<file path="src/design/umi_flex_pkg.sv">
// Register block types; control word occupies the low bits of a 32-bit register, addresses are 2 bits
package umi_flex_pkg;

   // Register map
   localparam logic [1:0] REG_CTRL   = 2'd0;
   localparam logic [1:0] REG_SPLITS = 2'd1;
   localparam logic [1:0] REG_BEATS  = 2'd2;

   // Control word, bypass in bit 0 and chaos in bit 1
   typedef struct packed
   {
      logic chaosmode;
      logic bypass;
   } flex_ctrl_t;

   // Per-cycle strobes from the datapath
   typedef struct packed
   {
      logic split_beat;
      logic out_beat;
   } flex_event_t;

   // Event counter width
   localparam int CNT_W = 16;

endpackage

</file>
<file path="src/design/umi_pkg.sv">
// UMI command and header types; 32-bit command word and 64-bit addresses only, opcode codes beyond atomic are not decoded here
package umi_pkg;

   //##################################################
   // Widths
   //##################################################

   localparam int UMI_CW = 32;
   localparam int UMI_AW = 64;

   // Request opcode whose bits 15..8 carry atype instead of len
   localparam logic [4:0] UMI_REQ_ATOMIC = 5'h09;

   //##################################################
   // Command word views
   //##################################################

   // Read, write and response view
   typedef struct packed
   {
      logic [4:0] hostid;
      logic [1:0] user;
      logic       ex;
      logic       eof;
      logic       eom;
      logic [1:0] prot;
      logic [3:0] qos;
      logic [7:0] len;
      logic [2:0] size;
      logic [4:0] opcode;
   } umi_cmd_rw_t;

   // Atomic view, same bits except 15..8
   typedef struct packed
   {
      logic [4:0] hostid;
      logic [1:0] user;
      logic       ex;
      logic       eof;
      logic       eom;
      logic [1:0] prot;
      logic [3:0] qos;
      logic [7:0] atype;
      logic [2:0] size;
      logic [4:0] opcode;
   } umi_cmd_atomic_t;

   // One command word, decoded by opcode
   typedef union packed
   {
      umi_cmd_rw_t           rw;
      umi_cmd_atomic_t       atomic;
      logic [UMI_CW-1:0]     raw;
   } umi_cmd_u;

   //##################################################
   // Transaction header
   //##################################################

   // Command sits in the low bits when the header is flattened
   typedef struct packed
   {
      logic [UMI_AW-1:0] srcaddr;
      logic [UMI_AW-1:0] dstaddr;
      umi_cmd_u          cmd;
   } umi_hdr_t;

endpackage

</file>
<file path="src/design/umi_fifo_flex.sv">
// Single clock; change bypass only while idle, fifo_full also rises on chaos-blocked cycles
`timescale 1ns/1ps

module umi_fifo_flex
  #(parameter int IDW   = 256,
    parameter int ODW   = 64,
    parameter int DEPTH = 4
    )
   (input  logic                      umi_in_clk,
    input  logic                      umi_in_nreset,
    // Wide input
    input  logic                      umi_in_valid,
    input  logic [umi_pkg::UMI_CW-1:0] umi_in_cmd,
    input  logic [umi_pkg::UMI_AW-1:0] umi_in_dstaddr,
    input  logic [umi_pkg::UMI_AW-1:0] umi_in_srcaddr,
    input  logic [IDW-1:0]            umi_in_data,
    output logic                      umi_in_ready,
    // Narrow output
    output logic                      umi_out_valid,
    output logic [umi_pkg::UMI_CW-1:0] umi_out_cmd,
    output logic [umi_pkg::UMI_AW-1:0] umi_out_dstaddr,
    output logic [umi_pkg::UMI_AW-1:0] umi_out_srcaddr,
    output logic [ODW-1:0]            umi_out_data,
    input  logic                      umi_out_ready,
    // Register port
    input  logic                      reg_write,
    input  logic [1:0]                reg_addr,
    input  logic [31:0]               reg_wdata,
    output logic [31:0]               reg_rdata,
    // Status
    output logic                      fifo_full,
    output logic                      fifo_empty
    );

   import umi_pkg::*;
   import umi_flex_pkg::*;

   localparam int HW = $bits(umi_hdr_t);
   localparam int DW = HW + ODW;

   logic [1:0]     start_q;
   logic           started;
   flex_ctrl_t     ctrl;
   flex_event_t    events;
   umi_hdr_t       in_hdr;
   umi_hdr_t       piece_hdr;
   umi_hdr_t       fifo_hdr;
   umi_hdr_t       out_hdr;
   logic [ODW-1:0] piece_data;
   logic [ODW-1:0] out_data;
   logic           piece_valid;
   logic           piece_ready;
   logic           split_beat;
   logic           fifo_wr_ready;
   logic           fifo_rd_valid;
   logic [DW-1:0]  fifo_rd_data;

   // Holds both sides quiet for two cycles out of reset
   always_ff @(posedge umi_in_clk or negedge umi_in_nreset)
   begin
      if (!umi_in_nreset)
         start_q <= 2'b00;
      else
         start_q <= {start_q[0], 1'b1};
   end

   assign started = start_q[1];

   always_comb
   begin
      in_hdr.cmd.raw = umi_in_cmd;
      in_hdr.dstaddr = umi_in_dstaddr;
      in_hdr.srcaddr = umi_in_srcaddr;
   end

   //##################################################
   // Splitter and FIFO
   //##################################################

   assign piece_ready = started & (ctrl.bypass ? umi_out_ready : fifo_wr_ready);

   umi_splitter #(.IDW(IDW), .ODW(ODW)) splitter_i
     (.umi_in_clk    (umi_in_clk),
      .umi_in_nreset (umi_in_nreset),
      .in_valid      (umi_in_valid & started),
      .in_hdr        (in_hdr),
      .in_data       (umi_in_data),
      .in_ready      (umi_in_ready),
      .piece_valid   (piece_valid),
      .piece_hdr     (piece_hdr),
      .piece_data    (piece_data),
      .piece_ready   (piece_ready),
      .split_beat    (split_beat));

   umi_sync_fifo #(.DW(DW), .DEPTH(DEPTH)) fifo_i
     (.umi_in_clk    (umi_in_clk),
      .umi_in_nreset (umi_in_nreset),
      .chaosmode     (ctrl.chaosmode),
      .wr_valid      (piece_valid & ~ctrl.bypass & started),
      .wr_data       ({piece_data, piece_hdr}),
      .wr_ready      (fifo_wr_ready),
      .rd_valid      (fifo_rd_valid),
      .rd_data       (fifo_rd_data),
      .rd_ready      (umi_out_ready & ~ctrl.bypass & started));

   assign fifo_full  = ~fifo_wr_ready;
   assign fifo_empty = ~fifo_rd_valid;
   assign fifo_hdr   = umi_hdr_t'(fifo_rd_data[HW-1:0]);

   //##################################################
   // Output steering and registers
   //##################################################

   assign out_hdr  = ctrl.bypass ? piece_hdr  : fifo_hdr;
   assign out_data = ctrl.bypass ? piece_data : fifo_rd_data[DW-1:HW];

   assign umi_out_valid   = started & (ctrl.bypass ? piece_valid : fifo_rd_valid);
   assign umi_out_cmd     = out_hdr.cmd.raw;
   assign umi_out_dstaddr = out_hdr.dstaddr;
   assign umi_out_srcaddr = out_hdr.srcaddr;
   assign umi_out_data    = out_data;

   assign events.split_beat = split_beat;
   assign events.out_beat   = umi_out_valid & umi_out_ready;

   umi_flex_regs regs_i
     (.umi_in_clk    (umi_in_clk),
      .umi_in_nreset (umi_in_nreset),
      .reg_write     (reg_write),
      .reg_addr      (reg_addr),
      .reg_wdata     (reg_wdata),
      .reg_rdata     (reg_rdata),
      .events        (events),
      .ctrl          (ctrl));

endmodule

</file>
<file path="src/design/umi_flex_regs.sv">
// Control and status registers; only REG_CTRL holds written data, counters wrap at 16 bits and clear on write
`timescale 1ns/1ps

module umi_flex_regs
   (input  logic                      umi_in_clk,
    input  logic                      umi_in_nreset,
    // Strobe write, combinational read
    input  logic                      reg_write,
    input  logic [1:0]                reg_addr,
    input  logic [31:0]               reg_wdata,
    output logic [31:0]               reg_rdata,
    // Datapath side
    input  umi_flex_pkg::flex_event_t events,
    output umi_flex_pkg::flex_ctrl_t  ctrl
    );

   import umi_flex_pkg::*;

   logic [CNT_W-1:0] split_cnt;
   logic [CNT_W-1:0] beat_cnt;

   //##################################################
   // Registers
   //##################################################

   always_ff @(posedge umi_in_clk or negedge umi_in_nreset)
   begin
      if (!umi_in_nreset)
      begin
         ctrl      <= '0;
         split_cnt <= '0;
         beat_cnt  <= '0;
      end
      else
      begin
         if (reg_write && (reg_addr == REG_CTRL))
            ctrl <= flex_ctrl_t'(reg_wdata[$bits(flex_ctrl_t)-1:0]);

         // A write wins over a same-cycle event
         if (reg_write && (reg_addr == REG_SPLITS))
            split_cnt <= '0;
         else if (events.split_beat)
            split_cnt <= split_cnt + 1'b1;

         if (reg_write && (reg_addr == REG_BEATS))
            beat_cnt <= '0;
         else if (events.out_beat)
            beat_cnt <= beat_cnt + 1'b1;
      end
   end

   // Read mux
   always_comb
   begin
      case (reg_addr)
         REG_CTRL:   reg_rdata = 32'(ctrl);
         REG_SPLITS: reg_rdata = 32'(split_cnt);
         REG_BEATS:  reg_rdata = 32'(beat_cnt);
         default:    reg_rdata = '0;
      endcase
   end

endmodule

</file>
<file path="src/design/umi_splitter.sv">
// Splits at ODW boundaries only; needs IDW >= ODW, SIZE <= log2(ODW/8) and dstaddr aligned to SIZE
`timescale 1ns/1ps

module umi_splitter
  #(parameter int IDW = 256,
    parameter int ODW = 64
    )
   (input  logic               umi_in_clk,
    input  logic               umi_in_nreset,
    // New transactions
    input  logic               in_valid,
    input  umi_pkg::umi_hdr_t  in_hdr,
    input  logic [IDW-1:0]     in_data,
    output logic               in_ready,
    // Pieces towards FIFO or output
    output logic               piece_valid,
    output umi_pkg::umi_hdr_t  piece_hdr,
    output logic [ODW-1:0]     piece_data,
    input  logic               piece_ready,
    // One pulse per accepted piece that leaves a remainder
    output logic               split_beat
    );

   import umi_pkg::*;

   // Output word in bytes and its address bits
   localparam int W   = ODW / 8;
   localparam int AOW = $clog2(W);
   // Wide enough for (len+1) << size
   localparam int LW  = 20;

   logic              latch_valid;
   umi_hdr_t          latch_hdr;
   logic [IDW-1:0]    latch_data;

   umi_hdr_t          cur_hdr;
   logic [IDW-1:0]    cur_data;
   logic              is_atomic;
   logic [7:0]        eff_len;
   logic [LW-1:0]     offset;
   logic [LW-1:0]     bytes;
   logic [LW-1:0]     step;
   logic [LW-1:0]     step_units;
   logic              need_split;
   logic              accept;
   logic [7:0]        piece_len;
   logic [7:0]        rem_len;
   umi_cmd_u          piece_cmd;
   umi_cmd_u          rem_cmd;

   //##################################################
   // Current transaction
   //##################################################

   // Remainder has priority over new input
   assign cur_hdr  = latch_valid ? latch_hdr  : in_hdr;
   assign cur_data = latch_valid ? latch_data : in_data;

   assign piece_valid = latch_valid | in_valid;
   assign in_ready    = ~latch_valid & piece_ready;
   assign accept      = piece_valid & piece_ready;

   // Atomics move a single element
   assign is_atomic = (cur_hdr.cmd.rw.opcode == UMI_REQ_ATOMIC);
   assign eff_len   = is_atomic ? 8'd0 : cur_hdr.cmd.rw.len;

   //##################################################
   // Split rule
   //##################################################

   assign offset     = LW'(cur_hdr.dstaddr[AOW-1:0]);
   assign bytes      = (LW'(eff_len) + LW'(1)) << cur_hdr.cmd.rw.size;
   assign need_split = (offset + bytes) > LW'(W);

   // Bytes up to the next output-word boundary
   assign step       = LW'(W) - offset;
   assign step_units = step >> cur_hdr.cmd.rw.size;

   assign piece_len = step_units[7:0] - 8'd1;
   assign rem_len   = eff_len - step_units[7:0];

   // Repack command, all other fields kept
   always_comb
   begin
      piece_cmd = cur_hdr.cmd;
      rem_cmd   = cur_hdr.cmd;
      if (need_split)
      begin
         piece_cmd.rw.len = piece_len;
         piece_cmd.rw.eom = 1'b0;
      end
      // atype is not a length, carry it as is
      rem_cmd.rw.len = is_atomic ? cur_hdr.cmd.atomic.atype : rem_len;
   end

   always_comb
   begin
      piece_hdr         = cur_hdr;
      piece_hdr.cmd     = piece_cmd;
   end

   assign piece_data = cur_data[ODW-1:0];
   assign split_beat = accept & need_split;

   //##################################################
   // Remainder latch
   //##################################################

   always_ff @(posedge umi_in_clk or negedge umi_in_nreset)
   begin
      if (!umi_in_nreset)
         latch_valid <= 1'b0;
      else if (accept)
         latch_valid <= need_split;
   end

   // Payload only, loads when a remainder is left
   always_ff @(posedge umi_in_clk)
   begin
      if (accept && need_split)
      begin
         latch_hdr.cmd     <= rem_cmd;
         latch_hdr.dstaddr <= cur_hdr.dstaddr + UMI_AW'(step);
         latch_hdr.srcaddr <= cur_hdr.srcaddr + UMI_AW'(step);
         latch_data        <= cur_data >> (step << 3);
      end
   end

endmodule

</file>
<file path="src/design/umi_sync_fifo.sv">
// Single-clock FIFO, DEPTH must be at least 2; in chaos mode writes are refused on pseudo-random cycles
`timescale 1ns/1ps

module umi_sync_fifo
  #(parameter int DW    = 224,
    parameter int DEPTH = 4
    )
   (input  logic          umi_in_clk,
    input  logic          umi_in_nreset,
    input  logic          chaosmode,
    // Write side
    input  logic          wr_valid,
    input  logic [DW-1:0] wr_data,
    output logic          wr_ready,
    // Read side
    output logic          rd_valid,
    output logic [DW-1:0] rd_data,
    input  logic          rd_ready
    );

   localparam int PW   = $clog2(DEPTH);
   localparam int CNTW = $clog2(DEPTH + 1);

   logic [DW-1:0]   mem [DEPTH];
   logic [PW-1:0]   wr_ptr;
   logic [PW-1:0]   rd_ptr;
   logic [CNTW-1:0] count;
   logic [15:0]     lfsr;
   logic            full;
   logic            wr_en;
   logic            rd_en;

   assign full     = (count == CNTW'(DEPTH));
   assign rd_valid = (count != '0);

   // Chaos blocks the write whenever LFSR bit 0 is low
   assign wr_ready = ~full & (~chaosmode | lfsr[0]);

   assign wr_en   = wr_valid & wr_ready;
   assign rd_en   = rd_valid & rd_ready;
   assign rd_data = mem[rd_ptr];

   //##################################################
   // Pointers and occupancy
   //##################################################

   always_ff @(posedge umi_in_clk or negedge umi_in_nreset)
   begin
      if (!umi_in_nreset)
      begin
         wr_ptr <= '0;
         rd_ptr <= '0;
         count  <= '0;
      end
      else
      begin
         if (wr_en)
            wr_ptr <= (wr_ptr == PW'(DEPTH - 1)) ? '0 : wr_ptr + 1'b1;
         if (rd_en)
            rd_ptr <= (rd_ptr == PW'(DEPTH - 1)) ? '0 : rd_ptr + 1'b1;
         case ({wr_en, rd_en})
            2'b10:   count <= count + 1'b1;
            2'b01:   count <= count - 1'b1;
            default: count <= count;
         endcase
      end
   end

   always_ff @(posedge umi_in_clk)
   begin
      if (wr_en)
         mem[wr_ptr] <= wr_data;
   end

   // x^16 + x^14 + x^13 + x^11, free running
   always_ff @(posedge umi_in_clk or negedge umi_in_nreset)
   begin
      if (!umi_in_nreset)
         lfsr <= 16'hace1;
      else
         lfsr <= {lfsr[14:0], lfsr[15] ^ lfsr[13] ^ lfsr[12] ^ lfsr[10]};
   end

endmodule

</file>
<file path="config.mk">
export PLATFORM = sky130hd
export DESIGN_NAME = umi_fifo_flex
export DESIGN_NICKNAME = d
export VERILOG_FILES = /design/src/design/umi_flex_pkg.sv /design/src/design/umi_pkg.sv /design/src/design/umi_fifo_flex.sv /design/src/design/umi_flex_regs.sv /design/src/design/umi_splitter.sv /design/src/design/umi_sync_fifo.sv
export SDC_FILE = /design/constraint.sdc
export NUM_CORES = 2
export LEC_CHECK = 0
export BUFFER_PORTS_ARGS = -buffer_cell sky130_fd_sc_hd__buf_4
export CORE_MARGIN = 1
export CORE_UTILIZATION = 66
export CTS_BUF_LIST = sky130_fd_sc_hd__clkbuf_4 sky130_fd_sc_hd__clkbuf_8
export CTS_CLUSTER_DIAMETER = 30
export CTS_CLUSTER_SIZE = 14
export DETAILED_ROUTE_END_ITERATION = 10
export PLACE_DENSITY = 0.94
export SLEW_MARGIN = 20
export SYNTH_ARGS = -nofsm -noshare
export SYNTH_HDL_FRONTEND = slang
export SYNTH_SLANG_ARGS = --single-unit
export TNS_END_PERCENT = 10
</file>
<file path="constraint.sdc">
create_clock -name umi_in_clk -period 27.4 [get_ports umi_in_clk]
set_input_delay 2.74 -clock umi_in_clk [delete_from_list [all_inputs] [get_ports umi_in_clk]]
set_output_delay 2.74 -clock umi_in_clk [all_outputs]
set_load 0.03 [all_outputs]
</file>
==> metrics.yaml <==
die-area_sq_um: 106000
cts_tree: "yes"
routedWlPerCell_um: 30.8
fin_nets: 5837
drive_above_1_share_pct: 33.5
dp_slack_ns: 16.56
hold_start: "fifo_i.lfsr[4]$_DFF_PN0_"
status: "complete, no violations"
overflow: 0
drv_cap: 0
whs_path_depth: 0
io_pins: 715
cts-htree-levels: 4
ys_seq_elements: 1370
num_vias: 48300
synth_edf_count: 1310
crit_required_ns: 24.66
grt_pass1_vias: 49000
rows: 118
r2r_setup_slack_ns: 18.57
clk_pin_slew_ns: 0.09
cp.arrival_ns: 8.30
end_kind: "output pin"
highest_layer: "met5"
wl_met1_um: 69300
rsz0062_at_grt: "false"
seq_area_frac_synth_pct: 59.2
dieWidth_um: 325
hpwl_um: 133000
drt-initial-drc-count: 6463
slew_headroom_pct: 20.4
tightestPinTransition_ns: 1.19
setup_viol: 0
nFillCells: 5199
r2r_cells: 16
worstReg2RegStart: "splitter_i.latch_valid$_DFFE_PN0P_"
port_buffers: 668
routed_wl_um: 216000
track_usage_pct: 40.0
tns_ns: 0
initial_core_util_pct: 66.6
async_reset_ff_share_pct: 4.38
postCtsSetupRepairBufs: 0
post-route-drc-count: 0
dr.pass1.iters: 6
grt_start_max_net_pins: 197
drv_slew: 0
yosys_warnings: 0
wl_met2_um: 104000
fmax_mhz: 90.6
root_buffer: "clkbuf_8"
fin_crit_sh_pct: 40.3
syn_area_per_cell_sq_um: 14.6
final_util_pct: 78.1
cts_buffer_depth: 3
syn_to_final_growth_pct: 17.3
die_h_um: 325
synth_area_sq_um: 69000
layout_setup_ws_ns: 16.36
hold_ws_ns: 0.349
synth_cell_types: 98
clock_skew_ns: 0.0642
grt_pass1_wl_um: 311000
vias_per_cell: 6.88
worstSetupStartpointType: "input pin"
hold_buffers: 0
hold_violations: 0
path_max_fanout: 29
clock_latency_ns: 0.96
leakage_uw: 0.0303
place_congestion: 0.921
core_sq_um: 104000
cts-buffers-inserted: 240
min_to: "fifo_i.lfsr[5]$_DFF_PN1_"
post_cts_resized: 0
holdCritPathClass: "flop to flop"
cts.sink_count: 1370
totalPowerFinal_uw: 9670
r2r-end: "splitter_i.latch_data[235]$_SDFFCE_PP0P_"
ys.flop_type: "edfxtp_1"
path_class: "input pin to output pin"
syn_inst: 4711
powerDensity_nw_per_um2: 120
drtAntennaViolNets: 0
antenna_found_initial: 77
met3WireLength_um: 24700
ir_worst_vdd_mv: 0.133
layout_min_cycle_time_ns: 11.04
how the worst max path moves through the flow:
| stage | startpoint | slack, ns | endpoint |
|---|---|---|---|
| 2_1_floorplan | umi_in_cmd[0] | 10.28 | regs_i.split_cnt[0]$_DFFE_PN0P_ |
| 3_3_place_gp | umi_in_cmd[0] | 16.62 | umi_out_cmd[15] |
| 3_5_place_dp | umi_in_cmd[0] | 16.56 | umi_out_cmd[14] |
| 4_1_cts | umi_in_cmd[0] | 16.53 | umi_out_cmd[14] |
| 5_1_grt | umi_in_cmd[0] | 15.99 | umi_out_cmd[14] |
| 6_report | umi_in_cmd[0] | 16.36 | umi_out_cmd[14] |
power breakdown:
group,internal (uW),switching [uW]
Sequential,2840,135
Clock,1280,992
Combinational,1660,2760
cells in the final DEF, fill, tap and decap left out, types with 72 or more instances in the layout:
cell / Yosys / final
a21oi_1: 230 / 230
buf_4: 19 / 703
clkbuf_8: 0 / 246
diode_2: 0 / 75
edfxtp_1: 1310 / 1310
mux2_2: 417 / 417
mux2i_1: 675 / 675
mux4_2: 240 / 240
nand2_1: 144 / 144
nor2_1: 447 / 446
o211ai_1: 72 / 72
xnor2_1: 103 / 103
through the flow:
| step | cells | area, sq um |
|---|---|---|
| final | 7022 | 80900 |
| after global routing | 6989 | 80800 |
| after CTS | 6946 | 80700 |
| after detailed placement | 6489 | 74800 |
| after global placement | 6489 | 74800 |
| after floorplan | 4726 | 69100 |
flip-flops by register name (all words and copies together) (netlist names), 3 cells and up:
signal	count
fifo_i.mem	896
splitter_i.latch_data	256
splitter_i.latch_hdr	158
fifo_i.lfsr	16
regs_i.beat_cnt	16
regs_i.split_cnt	16
fifo_i.count	3
synthesized netlist by cell type (31+ instances only):
master	count	share of area, %
edfxtp_1	1310	57
mux2i_1	675	9.8
nor2_1	447	2.4
mux2_2	417	6.8
mux4_2	240	7.8
a21oi_1	230	1.7
clkbuf_1	188	1.0
nand2_1	144	0.78
xnor2_1	103	1.3
o211ai_1	72	0.78
o21ai_0	65	0.47
buf_2	61	0.44
xor2_1	54	0.69
dfrtp_1	52	1.9
buf_1	51	0.28
nand3_1	50	0.36
and3_1	40	0.36
o22ai_1	35	0.32
a21o_1	34	0.37
or3_1	32	0.29
inv_1	31	0.17
worst max-delay path: stages:
cell and delay, ns:
buf_4 0.12, nor4b_1 0.14, o22a_1 0.24, buf_4 0.21
nor2_1 0.30, ha_1 0.41, nand4_1 0.22, a22oi_1 0.37
mux2i_1 0.46, o211ai_1 0.23, a2111oi_0 0.85, a21oi_1 0.14
xnor2_1 0.21, o31ai_4 0.40, nand2_4 0.31, mux2i_1 0.50
mux2_2 0.25, buf_4 0.16
per-layer routing:
metal | vias up | track usage, %
li1 | 19800 | -
met1 | 23600 | 45.6
met2 | 3794 | 65.3
met3 | 1070 | 11.5
met4 | 50 | 27.3
met5 | - | 0
kinds of logic (layout without fill, tap and decap cells):
| family | count (synthesis) | after routing | synth area share [%] |
|---|---|---|---|
| flip-flops | 1370 | 1370 | 59.2 |
| multiplexers | 1336 | 1336 | 24.5 |
| AND/OR/NAND/NOR | 873 | 873 | 5.91 |
| AO/OA/AOI/OAI | 577 | 577 | 5.39 |
| buffers and inverters | 366 | 1207 | 2.38 |
| XOR/XNOR | 157 | 157 | 1.99 |
| adder cells (fa/ha/maj) | 30 | 30 | 0.588 |
| other | 2 | 92 | 0.0109 |
layout make-up:
type,count,area (sq um),share of cell area [%]
tap,1380,1730,2.13
sequential,1370,40900,50.5
inverter,36,150,0.186
clock inverter,192,2320,2.87
timing repair buffer,714,5500,6.80
clock buffer,265,3530,4.36
antenna,75,188,0.232
multi-input combinational,2990,26600,32.9
No activity file was read; power rests on OpenSTA's default activity.
